--- config.mk ---
export PLATFORM = sky130hd
export DESIGN_NAME = fpu_issue_top
export DESIGN_NICKNAME = d
export VERILOG_FILES = /design/src/fpu_pkg.sv /design/src/fpr_cdb_arbiter.sv /design/src/fpu_issue_top.sv /design/src/fsgn_unit.sv /design/src/itof_convert.sv /design/src/opd_station.sv
export SDC_FILE = /design/constraint.sdc
export NUM_CORES = 1
export LEC_CHECK = 0
export BUFFER_PORTS_ARGS = -buffer_cell sky130_fd_sc_hd__clkbuf_2
export CAP_MARGIN = 20
export CORE_ASPECT_RATIO = 1.1
export CORE_MARGIN = 2
export CORE_UTILIZATION = 30
export CTS_BUF_LIST = sky130_fd_sc_hd__clkbuf_4
export DETAILED_ROUTE_END_ITERATION = 16
export HOLD_SLACK_MARGIN = 0.05
export PLACE_DENSITY_LB_ADDON = 0.15
export SETUP_SLACK_MARGIN = 0.5
export SLEW_MARGIN = 20
export SYNTH_ARGS = -nofsm -noshare
export SYNTH_HDL_FRONTEND = slang
export SYNTH_SLANG_ARGS = --single-unit
--- constraint.sdc ---
create_clock -name clk -period 59.5 [get_ports clk]
set_input_delay 2.975 -clock clk [delete_from_list [all_inputs] [get_ports clk]]
set_output_delay 2.975 -clock clk [all_outputs]
set_load 0.03 [all_outputs]
--- src/fpu_pkg.sv ---
package fpu_pkg;

	// ~~~~~~~~~~~~~~~~~~~~~~~~~~~~~~~~~~~~~
	// Widths and sizes
	// ~~~~~~~~~~~~~~~~~~~~~~~~~~~~~~~~~~~~~
	localparam int ROB_WIDTH = 4;
	localparam int XLEN = 32;
	localparam int OP_WIDTH = 2;
	localparam int N_ENTRY = 2;

	// ~~~~~~~~~~~~~~~~~~~~~~~~~~~~~~~~~~~~~
	// Op codes
	// ~~~~~~~~~~~~~~~~~~~~~~~~~~~~~~~~~~~~~
	// Conversion unit
	localparam logic [OP_WIDTH-1:0] OP_ITOF_SIGNED = 2'd0;
	localparam logic [OP_WIDTH-1:0] OP_ITOF_UNSIGNED = 2'd1;

	// Sign unit
	localparam logic [OP_WIDTH-1:0] OP_FSGN_MOVE = 2'd0;
	localparam logic [OP_WIDTH-1:0] OP_FSGN_NEG = 2'd1;
	localparam logic [OP_WIDTH-1:0] OP_FSGN_ABS = 2'd2;

	// Single precision
	localparam int EXP_BIAS = 127;

	// ~~~~~~~~~~~~~~~~~~~~~~~~~~~~~~~~~~~~~
	// Float word, raw bits or IEEE fields
	// ~~~~~~~~~~~~~~~~~~~~~~~~~~~~~~~~~~~~~
	typedef union packed {
		logic [XLEN-1:0] raw;
		struct packed {
			logic sign;
			logic [7:0] exp;
			logic [22:0] frac;
		} fields;
	} fp_word_u;

endpackage

--- src/fpr_cdb_arbiter.sv ---
`timescale 1ns/1ps

module fpr_cdb_arbiter (
	input logic clk,
	input logic reset,
	input logic req_itof,
	input logic [fpu_pkg::ROB_WIDTH-1:0] tag_itof,
	input fpu_pkg::fp_word_u data_itof,
	input logic req_fsgn,
	input logic [fpu_pkg::ROB_WIDTH-1:0] tag_fsgn,
	input fpu_pkg::fp_word_u data_fsgn,
	input logic fpr_cdb_ready,
	output logic gnt_itof,
	output logic gnt_fsgn,
	output logic fpr_cdb_valid,
	output logic [fpu_pkg::ROB_WIDTH-1:0] fpr_cdb_tag,
	output fpu_pkg::fp_word_u fpr_cdb_data
);
	// Set when the sign unit won the last delivery
	logic last_fsgn;
	logic pick_fsgn;

	// On a tie the unit that lost last time goes first
	assign pick_fsgn = req_fsgn && (!req_itof || !last_fsgn);

	assign fpr_cdb_valid = req_itof || req_fsgn;
	assign fpr_cdb_tag = pick_fsgn ? tag_fsgn : tag_itof;
	assign fpr_cdb_data = pick_fsgn ? data_fsgn : data_itof;

	assign gnt_fsgn = pick_fsgn && fpr_cdb_ready;
	assign gnt_itof = req_itof && !pick_fsgn && fpr_cdb_ready;

	always_ff @(posedge clk) begin
		if (reset) begin
			last_fsgn <= 1'b0;
		end else if (fpr_cdb_valid && fpr_cdb_ready) begin
			last_fsgn <= pick_fsgn;
		end
	end

endmodule

--- src/fpu_issue_top.sv ---
`timescale 1ns/1ps

module fpu_issue_top (
	input logic clk,
	input logic reset,
	input logic itof_issue_valid,
	input logic fsgn_issue_valid,
	input logic [fpu_pkg::OP_WIDTH-1:0] issue_op,
	input logic [fpu_pkg::ROB_WIDTH-1:0] issue_tag,
	input logic opd_valid,
	input logic [fpu_pkg::ROB_WIDTH-1:0] opd_tag,
	input logic [fpu_pkg::XLEN-1:0] opd_data,
	input logic gpr_cdb_valid,
	input logic [fpu_pkg::ROB_WIDTH-1:0] gpr_cdb_tag,
	input logic [fpu_pkg::XLEN-1:0] gpr_cdb_data,
	input logic fpr_cdb_ready,
	output logic itof_issue_ready,
	output logic fsgn_issue_ready,
	output logic fpr_cdb_valid,
	output logic [fpu_pkg::ROB_WIDTH-1:0] fpr_cdb_tag,
	output fpu_pkg::fp_word_u fpr_cdb_data
);
	// ~~~~~~~~~~~~~~~~~~~~~~~~~~~~~~~~~~~~~
	// Station to unit
	// ~~~~~~~~~~~~~~~~~~~~~~~~~~~~~~~~~~~~~
	logic itof_disp_valid;
	logic itof_disp_ready;
	logic [fpu_pkg::OP_WIDTH-1:0] itof_disp_op;
	logic [fpu_pkg::ROB_WIDTH-1:0] itof_disp_tag;
	logic [fpu_pkg::XLEN-1:0] itof_disp_data;

	logic fsgn_disp_valid;
	logic fsgn_disp_ready;
	logic [fpu_pkg::OP_WIDTH-1:0] fsgn_disp_op;
	logic [fpu_pkg::ROB_WIDTH-1:0] fsgn_disp_tag;
	logic [fpu_pkg::XLEN-1:0] fsgn_disp_data;

	// ~~~~~~~~~~~~~~~~~~~~~~~~~~~~~~~~~~~~~
	// Unit to arbiter
	// ~~~~~~~~~~~~~~~~~~~~~~~~~~~~~~~~~~~~~
	logic req_itof;
	logic gnt_itof;
	logic [fpu_pkg::ROB_WIDTH-1:0] tag_itof;
	fpu_pkg::fp_word_u data_itof;

	logic req_fsgn;
	logic gnt_fsgn;
	logic [fpu_pkg::ROB_WIDTH-1:0] tag_fsgn;
	fpu_pkg::fp_word_u data_fsgn;

	opd_station u_itof_station (
		.clk(clk),
		.reset(reset),
		.issue_valid(itof_issue_valid),
		.issue_op(issue_op),
		.issue_tag(issue_tag),
		.opd_valid(opd_valid),
		.opd_tag(opd_tag),
		.opd_data(opd_data),
		.gpr_cdb_valid(gpr_cdb_valid),
		.gpr_cdb_tag(gpr_cdb_tag),
		.gpr_cdb_data(gpr_cdb_data),
		.disp_ready(itof_disp_ready),
		.issue_ready(itof_issue_ready),
		.disp_valid(itof_disp_valid),
		.disp_op(itof_disp_op),
		.disp_tag(itof_disp_tag),
		.disp_data(itof_disp_data)
	);

	opd_station u_fsgn_station (
		.clk(clk),
		.reset(reset),
		.issue_valid(fsgn_issue_valid),
		.issue_op(issue_op),
		.issue_tag(issue_tag),
		.opd_valid(opd_valid),
		.opd_tag(opd_tag),
		.opd_data(opd_data),
		.gpr_cdb_valid(gpr_cdb_valid),
		.gpr_cdb_tag(gpr_cdb_tag),
		.gpr_cdb_data(gpr_cdb_data),
		.disp_ready(fsgn_disp_ready),
		.issue_ready(fsgn_issue_ready),
		.disp_valid(fsgn_disp_valid),
		.disp_op(fsgn_disp_op),
		.disp_tag(fsgn_disp_tag),
		.disp_data(fsgn_disp_data)
	);

	itof_convert u_itof_convert (
		.clk(clk),
		.reset(reset),
		.disp_valid(itof_disp_valid),
		.disp_op(itof_disp_op),
		.disp_tag(itof_disp_tag),
		.disp_data(itof_disp_data),
		.gnt(gnt_itof),
		.disp_ready(itof_disp_ready),
		.req(req_itof),
		.req_tag(tag_itof),
		.req_data(data_itof)
	);

	fsgn_unit u_fsgn_unit (
		.clk(clk),
		.reset(reset),
		.disp_valid(fsgn_disp_valid),
		.disp_op(fsgn_disp_op),
		.disp_tag(fsgn_disp_tag),
		.disp_data(fsgn_disp_data),
		.gnt(gnt_fsgn),
		.disp_ready(fsgn_disp_ready),
		.req(req_fsgn),
		.req_tag(tag_fsgn),
		.req_data(data_fsgn)
	);

	fpr_cdb_arbiter u_fpr_cdb_arbiter (
		.clk(clk),
		.reset(reset),
		.req_itof(req_itof),
		.tag_itof(tag_itof),
		.data_itof(data_itof),
		.req_fsgn(req_fsgn),
		.tag_fsgn(tag_fsgn),
		.data_fsgn(data_fsgn),
		.fpr_cdb_ready(fpr_cdb_ready),
		.gnt_itof(gnt_itof),
		.gnt_fsgn(gnt_fsgn),
		.fpr_cdb_valid(fpr_cdb_valid),
		.fpr_cdb_tag(fpr_cdb_tag),
		.fpr_cdb_data(fpr_cdb_data)
	);

endmodule

--- src/fsgn_unit.sv ---
`timescale 1ns/1ps

module fsgn_unit (
	input logic clk,
	input logic reset,
	input logic disp_valid,
	input logic [fpu_pkg::OP_WIDTH-1:0] disp_op,
	input logic [fpu_pkg::ROB_WIDTH-1:0] disp_tag,
	input fpu_pkg::fp_word_u disp_data,
	input logic gnt,
	output logic disp_ready,
	output logic req,
	output logic [fpu_pkg::ROB_WIDTH-1:0] req_tag,
	output fpu_pkg::fp_word_u req_data
);
	logic disp_fire;
	fpu_pkg::fp_word_u res;

	// Slot takes a new op when empty or leaving this cycle
	assign disp_ready = !req || gnt;
	assign disp_fire = disp_valid && disp_ready;

	always_comb begin
		res = disp_data;
		case (disp_op)
			fpu_pkg::OP_FSGN_NEG: res.fields.sign = ~disp_data.fields.sign;
			fpu_pkg::OP_FSGN_ABS: res.fields.sign = 1'b0;
			default: res = disp_data;
		endcase
	end

	always_ff @(posedge clk) begin
		if (reset) begin
			req <= 1'b0;
		end else if (disp_ready) begin
			req <= disp_fire;
		end
	end

	always_ff @(posedge clk) begin
		if (disp_fire) begin
			req_tag <= disp_tag;
			req_data <= res;
		end
	end

endmodule

--- src/itof_convert.sv ---
`timescale 1ns/1ps

module itof_convert (
	input logic clk,
	input logic reset,
	input logic disp_valid,
	input logic [fpu_pkg::OP_WIDTH-1:0] disp_op,
	input logic [fpu_pkg::ROB_WIDTH-1:0] disp_tag,
	input logic [fpu_pkg::XLEN-1:0] disp_data,
	input logic gnt,
	output logic disp_ready,
	output logic req,
	output logic [fpu_pkg::ROB_WIDTH-1:0] req_tag,
	output fpu_pkg::fp_word_u req_data
);
	logic s1_valid;
	logic [fpu_pkg::ROB_WIDTH-1:0] s1_tag;
	logic s1_sign;
	logic [fpu_pkg::XLEN-1:0] s1_mag;
	logic [$clog2(fpu_pkg::XLEN):0] s1_lzc;

	logic in_sign;
	logic [fpu_pkg::XLEN-1:0] in_mag;
	logic slot_free;
	logic s1_free;
	logic s1_move;
	logic disp_fire;

	logic [fpu_pkg::XLEN-1:0] norm;
	logic round_up;
	logic [23:0] rounded;
	fpu_pkg::fp_word_u res;

	function automatic logic [$clog2(fpu_pkg::XLEN):0] count_lz(input logic [fpu_pkg::XLEN-1:0] v);
		logic [$clog2(fpu_pkg::XLEN):0] n;
		logic found;
		n = '0;
		found = 1'b0;
		for (int i = fpu_pkg::XLEN - 1; i >= 0; i--) begin
			if (!found && !v[i]) begin
				n = n + 1'b1;
			end else begin
				found = 1'b1;
			end
		end
		return n;
	endfunction

	// Stage advance, a stage moves only into a free or draining slot
	assign slot_free = !req || gnt;
	assign s1_move = s1_valid && slot_free;
	assign s1_free = !s1_valid || slot_free;
	assign disp_ready = s1_free;
	assign disp_fire = disp_valid && disp_ready;

	// ~~~~~~~~~~~~~~~~~~~~~~~~~~~~~~~~~~~~~
	// Stage 1: magnitude
	// ~~~~~~~~~~~~~~~~~~~~~~~~~~~~~~~~~~~~~
	assign in_sign = disp_op == fpu_pkg::OP_ITOF_SIGNED && disp_data[fpu_pkg::XLEN-1];
	assign in_mag = in_sign ? -disp_data : disp_data;

	// ~~~~~~~~~~~~~~~~~~~~~~~~~~~~~~~~~~~~~
	// Stage 2: normalize and round
	// ~~~~~~~~~~~~~~~~~~~~~~~~~~~~~~~~~~~~~
	assign norm = s1_mag << s1_lzc;
	// Guard bit 7, sticky below it, lsb bit 8
	assign round_up = norm[7] && ((|norm[6:0]) || norm[8]);
	assign rounded = {1'b0, norm[30:8]} + 24'(round_up);

	always_comb begin
		res.fields.sign = s1_sign;
		res.fields.exp = 8'(fpu_pkg::EXP_BIAS + fpu_pkg::XLEN - 1 - int'(s1_lzc))
			+ 8'(rounded[23]);
		res.fields.frac = rounded[22:0];
		if (s1_mag == '0) begin
			res.raw = '0;
		end
	end

	always_ff @(posedge clk) begin
		if (reset) begin
			s1_valid <= 1'b0;
			req <= 1'b0;
		end else begin
			if (s1_free) s1_valid <= disp_fire;
			if (slot_free) req <= s1_valid;
		end
	end

	always_ff @(posedge clk) begin
		if (disp_fire) begin
			s1_tag <= disp_tag;
			s1_sign <= in_sign;
			s1_mag <= in_mag;
			s1_lzc <= count_lz(in_mag);
		end
		if (s1_move) begin
			req_tag <= s1_tag;
			req_data <= res;
		end
	end

endmodule

--- src/opd_station.sv ---
`timescale 1ns/1ps

module opd_station (
	input logic clk,
	input logic reset,
	input logic issue_valid,
	input logic [fpu_pkg::OP_WIDTH-1:0] issue_op,
	input logic [fpu_pkg::ROB_WIDTH-1:0] issue_tag,
	input logic opd_valid,
	input logic [fpu_pkg::ROB_WIDTH-1:0] opd_tag,
	input logic [fpu_pkg::XLEN-1:0] opd_data,
	input logic gpr_cdb_valid,
	input logic [fpu_pkg::ROB_WIDTH-1:0] gpr_cdb_tag,
	input logic [fpu_pkg::XLEN-1:0] gpr_cdb_data,
	input logic disp_ready,
	output logic issue_ready,
	output logic disp_valid,
	output logic [fpu_pkg::OP_WIDTH-1:0] disp_op,
	output logic [fpu_pkg::ROB_WIDTH-1:0] disp_tag,
	output logic [fpu_pkg::XLEN-1:0] disp_data
);
	// Entries, index 0 is the oldest
	logic [fpu_pkg::N_ENTRY-1:0] e_valid;
	logic [fpu_pkg::N_ENTRY-1:0] e_rdy;
	logic [fpu_pkg::OP_WIDTH-1:0] e_op [fpu_pkg::N_ENTRY];
	logic [fpu_pkg::ROB_WIDTH-1:0] e_tag [fpu_pkg::N_ENTRY];
	logic [fpu_pkg::ROB_WIDTH-1:0] e_otag [fpu_pkg::N_ENTRY];
	logic [fpu_pkg::XLEN-1:0] e_odata [fpu_pkg::N_ENTRY];

	// Operands after this cycle's wakeup
	logic [fpu_pkg::N_ENTRY-1:0] w_rdy;
	logic [fpu_pkg::XLEN-1:0] w_odata [fpu_pkg::N_ENTRY];
	logic new_rdy;
	logic [fpu_pkg::XLEN-1:0] new_odata;

	logic [fpu_pkg::N_ENTRY-1:0] n_valid;
	logic [fpu_pkg::N_ENTRY-1:0] n_rdy;
	logic [fpu_pkg::OP_WIDTH-1:0] n_op [fpu_pkg::N_ENTRY];
	logic [fpu_pkg::ROB_WIDTH-1:0] n_tag [fpu_pkg::N_ENTRY];
	logic [fpu_pkg::ROB_WIDTH-1:0] n_otag [fpu_pkg::N_ENTRY];
	logic [fpu_pkg::XLEN-1:0] n_odata [fpu_pkg::N_ENTRY];

	logic [$clog2(fpu_pkg::N_ENTRY)-1:0] disp_sel;
	logic disp_fire;
	logic issue_fire;

	// GPR CDB wakeup
	always_comb begin
		for (int i = 0; i < fpu_pkg::N_ENTRY; i++) begin
			w_rdy[i] = e_rdy[i];
			w_odata[i] = e_odata[i];
			if (!e_rdy[i] && gpr_cdb_valid && gpr_cdb_tag == e_otag[i]) begin
				w_rdy[i] = 1'b1;
				w_odata[i] = gpr_cdb_data;
			end
		end
	end

	// Operand may arrive on the CDB in the issue cycle itself
	assign new_rdy = opd_valid || (gpr_cdb_valid && gpr_cdb_tag == opd_tag);
	assign new_odata = opd_valid ? opd_data : gpr_cdb_data;

	// Oldest ready entry wins
	always_comb begin
		disp_valid = 1'b0;
		disp_sel = '0;
		for (int i = fpu_pkg::N_ENTRY - 1; i >= 0; i--) begin
			if (e_valid[i] && e_rdy[i]) begin
				disp_valid = 1'b1;
				disp_sel = ($clog2(fpu_pkg::N_ENTRY))'(i);
			end
		end
	end

	assign disp_op = e_op[disp_sel];
	assign disp_tag = e_tag[disp_sel];
	assign disp_data = e_odata[disp_sel];
	assign disp_fire = disp_valid && disp_ready;
	assign issue_ready = !e_valid[fpu_pkg::N_ENTRY-1] || disp_fire;
	assign issue_fire = issue_valid && issue_ready;

	// Close the gap left by dispatch, then append at the first free slot
	always_comb begin : next_state
		int src;
		logic placed;
		placed = 1'b0;
		for (int i = 0; i < fpu_pkg::N_ENTRY; i++) begin
			src = i;
			if (disp_fire && i >= int'(disp_sel) && i < fpu_pkg::N_ENTRY - 1) begin
				src = i + 1;
			end
			n_valid[i] = e_valid[src];
			if (disp_fire && i >= int'(disp_sel) && i == fpu_pkg::N_ENTRY - 1) begin
				n_valid[i] = 1'b0;
			end
			n_rdy[i] = w_rdy[src];
			n_op[i] = e_op[src];
			n_tag[i] = e_tag[src];
			n_otag[i] = e_otag[src];
			n_odata[i] = w_odata[src];
		end
		for (int i = 0; i < fpu_pkg::N_ENTRY; i++) begin
			if (issue_fire && !placed && !n_valid[i]) begin
				n_valid[i] = 1'b1;
				n_rdy[i] = new_rdy;
				n_op[i] = issue_op;
				n_tag[i] = issue_tag;
				n_otag[i] = opd_tag;
				n_odata[i] = new_odata;
				placed = 1'b1;
			end
		end
	end

	always_ff @(posedge clk) begin
		if (reset) begin
			e_valid <= '0;
		end else begin
			e_valid <= n_valid;
		end
	end

	always_ff @(posedge clk) begin
		e_rdy <= n_rdy;
		e_op <= n_op;
		e_tag <= n_tag;
		e_otag <= n_otag;
		e_odata <= n_odata;
	end

endmodule
# Word-level counts from Yosys, hierarchy flattened
# Cells that the tools add are included.
# word_totals
reg_bits	295
latch_bits	0
mem_bits_rw	0
romBits	0
output_inout_bits	39
elab_cells	473
n_memories	0
# classes
add_sub_neg	35
multipliers	0
n_div	0
magnitude_cmp	8
eq_ne	13
shift	1
muxes	222
bitwise_logic	5
n_reduce_logical	155
# op_table
cell	n
32-bit two-way mux	23
6-bit two-way mux	62
6-bit by 1-bit adder with 6-bit output (second input constant)	31
1-bit two-way mux	99
4-bit two-way mux	23
1-bit zero test	79
32-bit by 2-bit >= comparator with 1-bit output (second input constant)	2
1-bit logical AND	64
1-bit inverter with 32-bit output	2
32-bit zero test	1
32-bit negator	1
32-bit by 6-bit << shifter with 31-bit output	1
2-bit two-way mux	14
23-bit by 1-bit adder with 24-bit output	1
4-bit == test	5
5-bit by 2-bit != test with 1-bit output (second input constant)	2
5-bit by 4-bit != test with 1-bit output (second input constant)	2
1-bit logical OR	9
8-bit by 1-bit adder with 8-bit output	1
4-bit != test (second input constant)	2
8-bit by 6-bit subtractor with 8-bit output (first input constant)	1
7-bit OR reduction	1
2-bit >= comparator (second input constant)	2
1-bit by 2-bit < comparator with 1-bit output (second input constant)	2
other kinds (7)	9

# Longest topological paths before layout
# depth
ltp_word	135
ltp_mapped	116
depth_no_buf	107

# Hierarchy
# A second synthesis with hierarchy kept.
# unflattened
hier_cells	2128
hier_area_um2	21768.4
# by_module_without_submodules
module	instances	cells_per_inst	area_per_inst_um2	seq_area_each_um2
opd_station	2	431	4997.3	2292.2
itof_convert	1	1170	9942.0	2412.3
fsgn_unit	1	46	1167.4	1101.1
fpr_cdb_arbiter	1	50	664.4	20.0

# Least setup slack after synthesis
# OpenSTA, ideal clock, no wires.
# synth_path
kind	reg-to-reg
startpoint	register u_itof_station.e_valid[1] in the netlist's numbering
endpoint	register u_itof_convert.s1_lzc[5] in the netlist's numbering, data pin
setup_time_ns	0.268
t_arrival_ns	20.852
required_ns	59.232
setup_slack_ns	38.380
stages_incl_launch_ff	117
path_buffers	9
period_less_slack_ns	21.120
path_cell_list	dfxtp_1 buf_2 and2_1 buf_6 nand2_2 buf_4 buf_4 buf_2 buf_1 clkbuf_1 buf_1 mux2i_1 ha_1 nor2b_1 nand4_1 o32ai_4 a41oi_2 xnor2_2 (+81 left out) ha_1 mux2_2 ha_1 nand2_1 a31oi_1 ha_1 nand2_1 nand2_1 ha_1 nand2_1 xnor2_1 nand2_1 xnor2_1 and3_1 nand3_1 a21oi_1 a21oi_1 xnor3_1
# synth_between
word_cells_on_any_way	263
cone_classes	add/sub (32); mux (134); bitwise (1); reduce/logical (96)
# synth_rtl
item	line_no	rtl
from (decl)	opd_station.sv:23	logic [fpu_pkg::N_ENTRY-1:0] e_valid;
from (signal assigned)	opd_station.sv:119	e_valid <= n_valid;
1-bit logical AND *	opd_station.sv:68	if (e_valid[i] && e_rdy[i]) begin
1-bit two-way mux * (2 in series)	opd_station.sv:68	
1-bit inverter with 2-bit output (not written as such) *	opd_station.sv:75, opd_station.sv:77	
parallel branches: the longest is 5 deep, another holds 32-bit negator	n/a	
32-bit two-way mux *	itof_convert.sv:60	assign in_mag = in_sign ? -disp_data : disp_data;
named net u_itof_convert.in_mag, one bit	itof_convert.sv:23	logic [fpu_pkg::XLEN-1:0] in_mag;
1-bit zero test *	itof_convert.sv:40	if (!found && !v[i]) begin
1-bit logical AND *	itof_convert.sv:40	
parallel branches: the longest is 120 deep, another holds 6-bit by 1-bit adder with 6-bit output	n/a	
6-bit two-way mux *	itof_convert.sv:40	
to (signal assigned)	itof_convert.sv:95	s1_lzc <= count_lz(in_mag);
to (decl)	itof_convert.sv:20	logic [$clog2(fpu_pkg::XLEN):0] s1_lzc;
# Mark *: on every way through the listed nets, which the timed path passes. The select of a mux whose other input is x is not followed.
# A chain may end at the register's enable or synchronous reset.

# Worst setup path in the final report
# layout_path
startpoint	register u_itof_station.e_rdy[0] in the netlist's numbering
endpoint	register u_itof_convert.s1_lzc[5] in the netlist's numbering, data pin
# layout_between
word_cells_on_any_way	262
cone_classes	add/sub (32); mux (133); bitwise (1); reduce/logical (96)
# layout_rtl
item	line_no	rtl
from (decl)	opd_station.sv:24	logic [fpu_pkg::N_ENTRY-1:0] e_rdy;
from (signal assigned)	opd_station.sv:124	e_rdy <= n_rdy;
1-bit logical AND *	opd_station.sv:68	
1-bit two-way mux *	opd_station.sv:68	
1-bit inverter with 2-bit output (not written as such) *	opd_station.sv:75, opd_station.sv:77	
parallel branches: the longest is 5 deep, another holds 32-bit negator	n/a	
32-bit two-way mux *	itof_convert.sv:60	
named net u_itof_convert.in_mag, one bit	itof_convert.sv:23	
1-bit zero test *	itof_convert.sv:40	
1-bit logical AND *	itof_convert.sv:40	
parallel branches: the longest is 120 deep, another holds 6-bit by 1-bit adder with 6-bit output	n/a	
6-bit two-way mux *	itof_convert.sv:40	
# Marked as above.

==> impl_metrics.tcl <==
set metrics [dict create \
    fp.dieH_um 272 \
    hold_buffers 0 \
    p_leak_uw 0.00850 \
    hp-start "u_itof_convert.s1_tag[3]" \
    seqPwrFrac_pct 43.0 \
    vias 17000 \
    clockRootBuffer "clkbuf_4" \
    ys_seq_area_share_pct 41.4 \
    via_per_inst 5.38 \
    ys_ff_latch 295 \
    crit_type "flop to flop" \
    p_comb_share_pct 29.2 \
    die_w_um 248 \
    ant_nets 0 \
    drive_above_1_share_pct 20.2 \
    synth_top_area_share_pct 33.8 \
    rr_worst_depth 108 \
    grt_pass1_wl_um 100000 \
    path_buf_inv 7 \
    dp.cells 3014 \
    layout_common_cells "390 x nor2_1, 222 x nand2_1, 221 x edfxtp_1, 131 x o22ai_1, 129 x clkbuf_4" \
    finalSetupViolCount 0 \
    num_rows 98 \
    power_density_mw_per_mm2 31.0 \
    crit_path_frequent_cell "ha_1" \
    hold_viol 0 \
    cts.clk_slew.worst_paths_ps 60 \
    syn_area_mm2 0.0196 \
    pwr-share-clk_pct 27.8 \
    post_cts_buffers 0 \
    grt_antenna_before_repair 4 \
    critical_path.max_stage_delay_ps 680 \
    critPathLaunch "u_itof_station.e_rdy[0]" \
    cts_tree "done" \
    grt.total_usage_pct 19.6 \
    portBuffers 123 \
    dp_slack_ps 36900 \
    path_max_fanout 61 \
    r2r-start "u_itof_station.e_rdy[0]" \
    relSlewSlack_pct 33.0 \
    end_kind "flop" \
    status "complete, no violations" \
    crit_required_ps 60000 \
    critPathLaunchType "flop" \
    maxCapViolations 0 \
    overflow 0 \
    setup_slack_ps 36620 \
    netSwitchingPower_uw 250 \
    slew_violations 0 \
    regToRegSetupSlack_ps 36620 \
    wire_per_inst_um 21.3 \
    period_share_pct 38.4 \
    rr_endpoint "u_itof_convert.s1_lzc[5]" \
    path_delay_family "adder cells" \
    power_uw 689 \
    dpl.hpwl_um 50100 \
    cts.sink_count 295 \
    route.detailed.drc 0 \
    worst_pin_slew_ps 1010 \
    firstDrtPassIters 6 \
    post-synth-top-area-cell "edfxtp_1" \
    syn_nets 2240 \
    fin_tns_setup_ps 0 \
    clk_latency_ps 800 \
    clock_path_buffers 3 \
    final_common_cell "nor2_1" \
    ctsResizeCount 0 \
    grt_pass1_vias 16500 \
    fmax_ghz 0.0437 \
    synth_area_leaders "edfxtp_1 34%, dfxtp_1 7.5%, nor2_1 7.5%, mux2_2 5.6%, nand2_1 4.3%" \
    ys_types 103 \
    intPower_uw 439 \
    holdPathStages 0 \
    finalCoreUtilization_pct 34.2 \
    die_area_mm2 0.0675 \
    grt_max_degree 62 \
    area_growth_pct 13.1 \
    layout.nets 2367 \
    routed_wl_um 67300 \
    hold_end "u_itof_convert.req_tag[3]" \
    ir_drop_v 0.0000123 \
    htreeDepth 3 \
    gp_congestion 0.888 \
    arrival_ps 23380 \
    fin_skew_ps 47.3 \
    async_flop_share_pct 0 \
    drt_iter0_drc 1323 \
    synthCells 2121 \
    crit_slowest_cell "buf_4" \
    stdcell_count 3163 \
    rsz0062_at_grt "no" \
    yosysWarnings 0 \
    avgSynthCellArea_um2 9.25 \
    swShare_pct 36.2 \
    cts_buffers 82 \
    num_io_pins 124 \
    synth_edf_count 221 \
    initial_core_util_pct 30.3 \
    synth_ff_type "edfxtp_1" \
    core_area_mm2 0.0649 \
    hold_class "flop to flop" \
    finalCriticalPeriod_ps 22880 \
]
[worst reg2reg max path, delay by kind of cell, from the launching register on]
kind	cells	cell delay [ps]
adders and majority gates	29	9230
and+or+nand+nor	30	3320
muxes	15	3630
xor gates and xnor gates	4	860
AOI/OAI and AO/OA	23	3980
DFF	1	410
buffers and inverters	7	1100
[metrics by stage]
stage	instance area, um2	hold WS, ps
floorplan	19600	400
global placement	21100	410
detailed placement	21100	405
CTS	22200	431
global route	22200	437
finish	22200	431
[routing by layer]
layer	global-route usage, %	wire length [um]
met3	3.31	3470
met1	25.4	29500
met2	32.7	32400
met5	0	13
met4	7.25	1920
[synthesized netlist by cell type, types with 4 or more instances]
library cell and instances:
ha_1 34, buf_1 18, o21ai_0 62, mux4_2 20, a22oi_1 11, nand2_1 225, buf_2 10, and4_1 4
nor3b_1 7, o21ai_1 7, xnor2_2 6, nand3b_1 5, nor3_1 51, xnor3_1 5, a211oi_1 19, or2_2 6
o211ai_1 7, o41ai_1 4, o22ai_1 131, nand2b_1 7, mux2_2 98, a31oi_1 19, and2_1 13, dfxtp_1 74
edfxtp_1 221, nand4b_1 4, or4_1 7, xnor2_1 71, mux2i_1 73, a21o_1 5, a21oi_1 77, o31ai_1 9
inv_1 58, clkbuf_1 74, o2111ai_1 6, o21a_1 7, nor4_1 28, nand3_1 44, nand4_1 21, xor2_1 45
or3_1 14, nor2b_1 21, and3_1 17, buf_4 4, nor2_1 391
[sequential cells by signal, summed over array words and instances (netlist names), 4 cells and up]
register                 flops
u_itof_convert.s1_lzc        6
u_itof_station.e_tag         8
u_fsgn_station.e_otag        8
u_itof_convert.s1_mag       32
u_itof_station.e_op          4
u_fsgn_unit.req_tag          4
u_fsgn_unit.req_data        32
u_itof_convert.req_tag       4
u_itof_station.e_otag        8
u_fsgn_station.e_tag         8
u_fsgn_station.e_op          4
u_itof_convert.req_data     32
u_itof_convert.s1_tag        4
u_itof_station.e_odata      64
u_fsgn_station.e_odata      64
[area by class of cell]
type                    count  area (um2)
inverters                  60         225
clock inverters            19         114
fillers                  6694       42700
clock buffers             129         968
diodes                      1        2.50
flip-flops and latches    295        8120
well taps                 850        1060
repair buffers            151         826
multi-input cells        1658       10900
[how the worst max path moves through the flow]
stage	cells after the start	to	slack, ps
5_1_grt	108	u_itof_convert.s1_lzc[5]	34730
2_1_floorplan	116	u_itof_convert.s1_lzc[5]	38380
3_5_place_dp	108	u_itof_convert.s1_lzc[5]	36900
4_1_cts	108	u_itof_convert.s1_lzc[5]	36740
6_report	108	u_itof_convert.s1_lzc[5]	36620
3_3_place_gp	108	u_itof_convert.s1_lzc[5]	37490
[power by group through the flow]
| stage | sequential [uW] | clock [uW] | combinational (uW) |
|---|---|---|---|
| 6_report | 296 | 191 | 201 |
| 5_1_grt | 301 | 208 | 223 |
| 4_1_cts | 296 | 198 | 201 |
| 3_5_place_dp | 300 | 0 | 200 |
| 3_3_place_gp | 299 | 0 | 197 |
| 2_1_floorplan | 285 | 0 | 144 |
[cell families after synthesis]
| kind of cell | synth area share (%) |
|---|---|
| buf+inv | 3.43 |
| compound gates | 14.5 |
| simple gates | 20.3 |
| flops | 41.4 |
| fa+ha+maj | 2.17 |
| mux | 11.6 |
| xor+xnor | 6.62 |
Note: power is estimated with default switching activity, not from simulation.
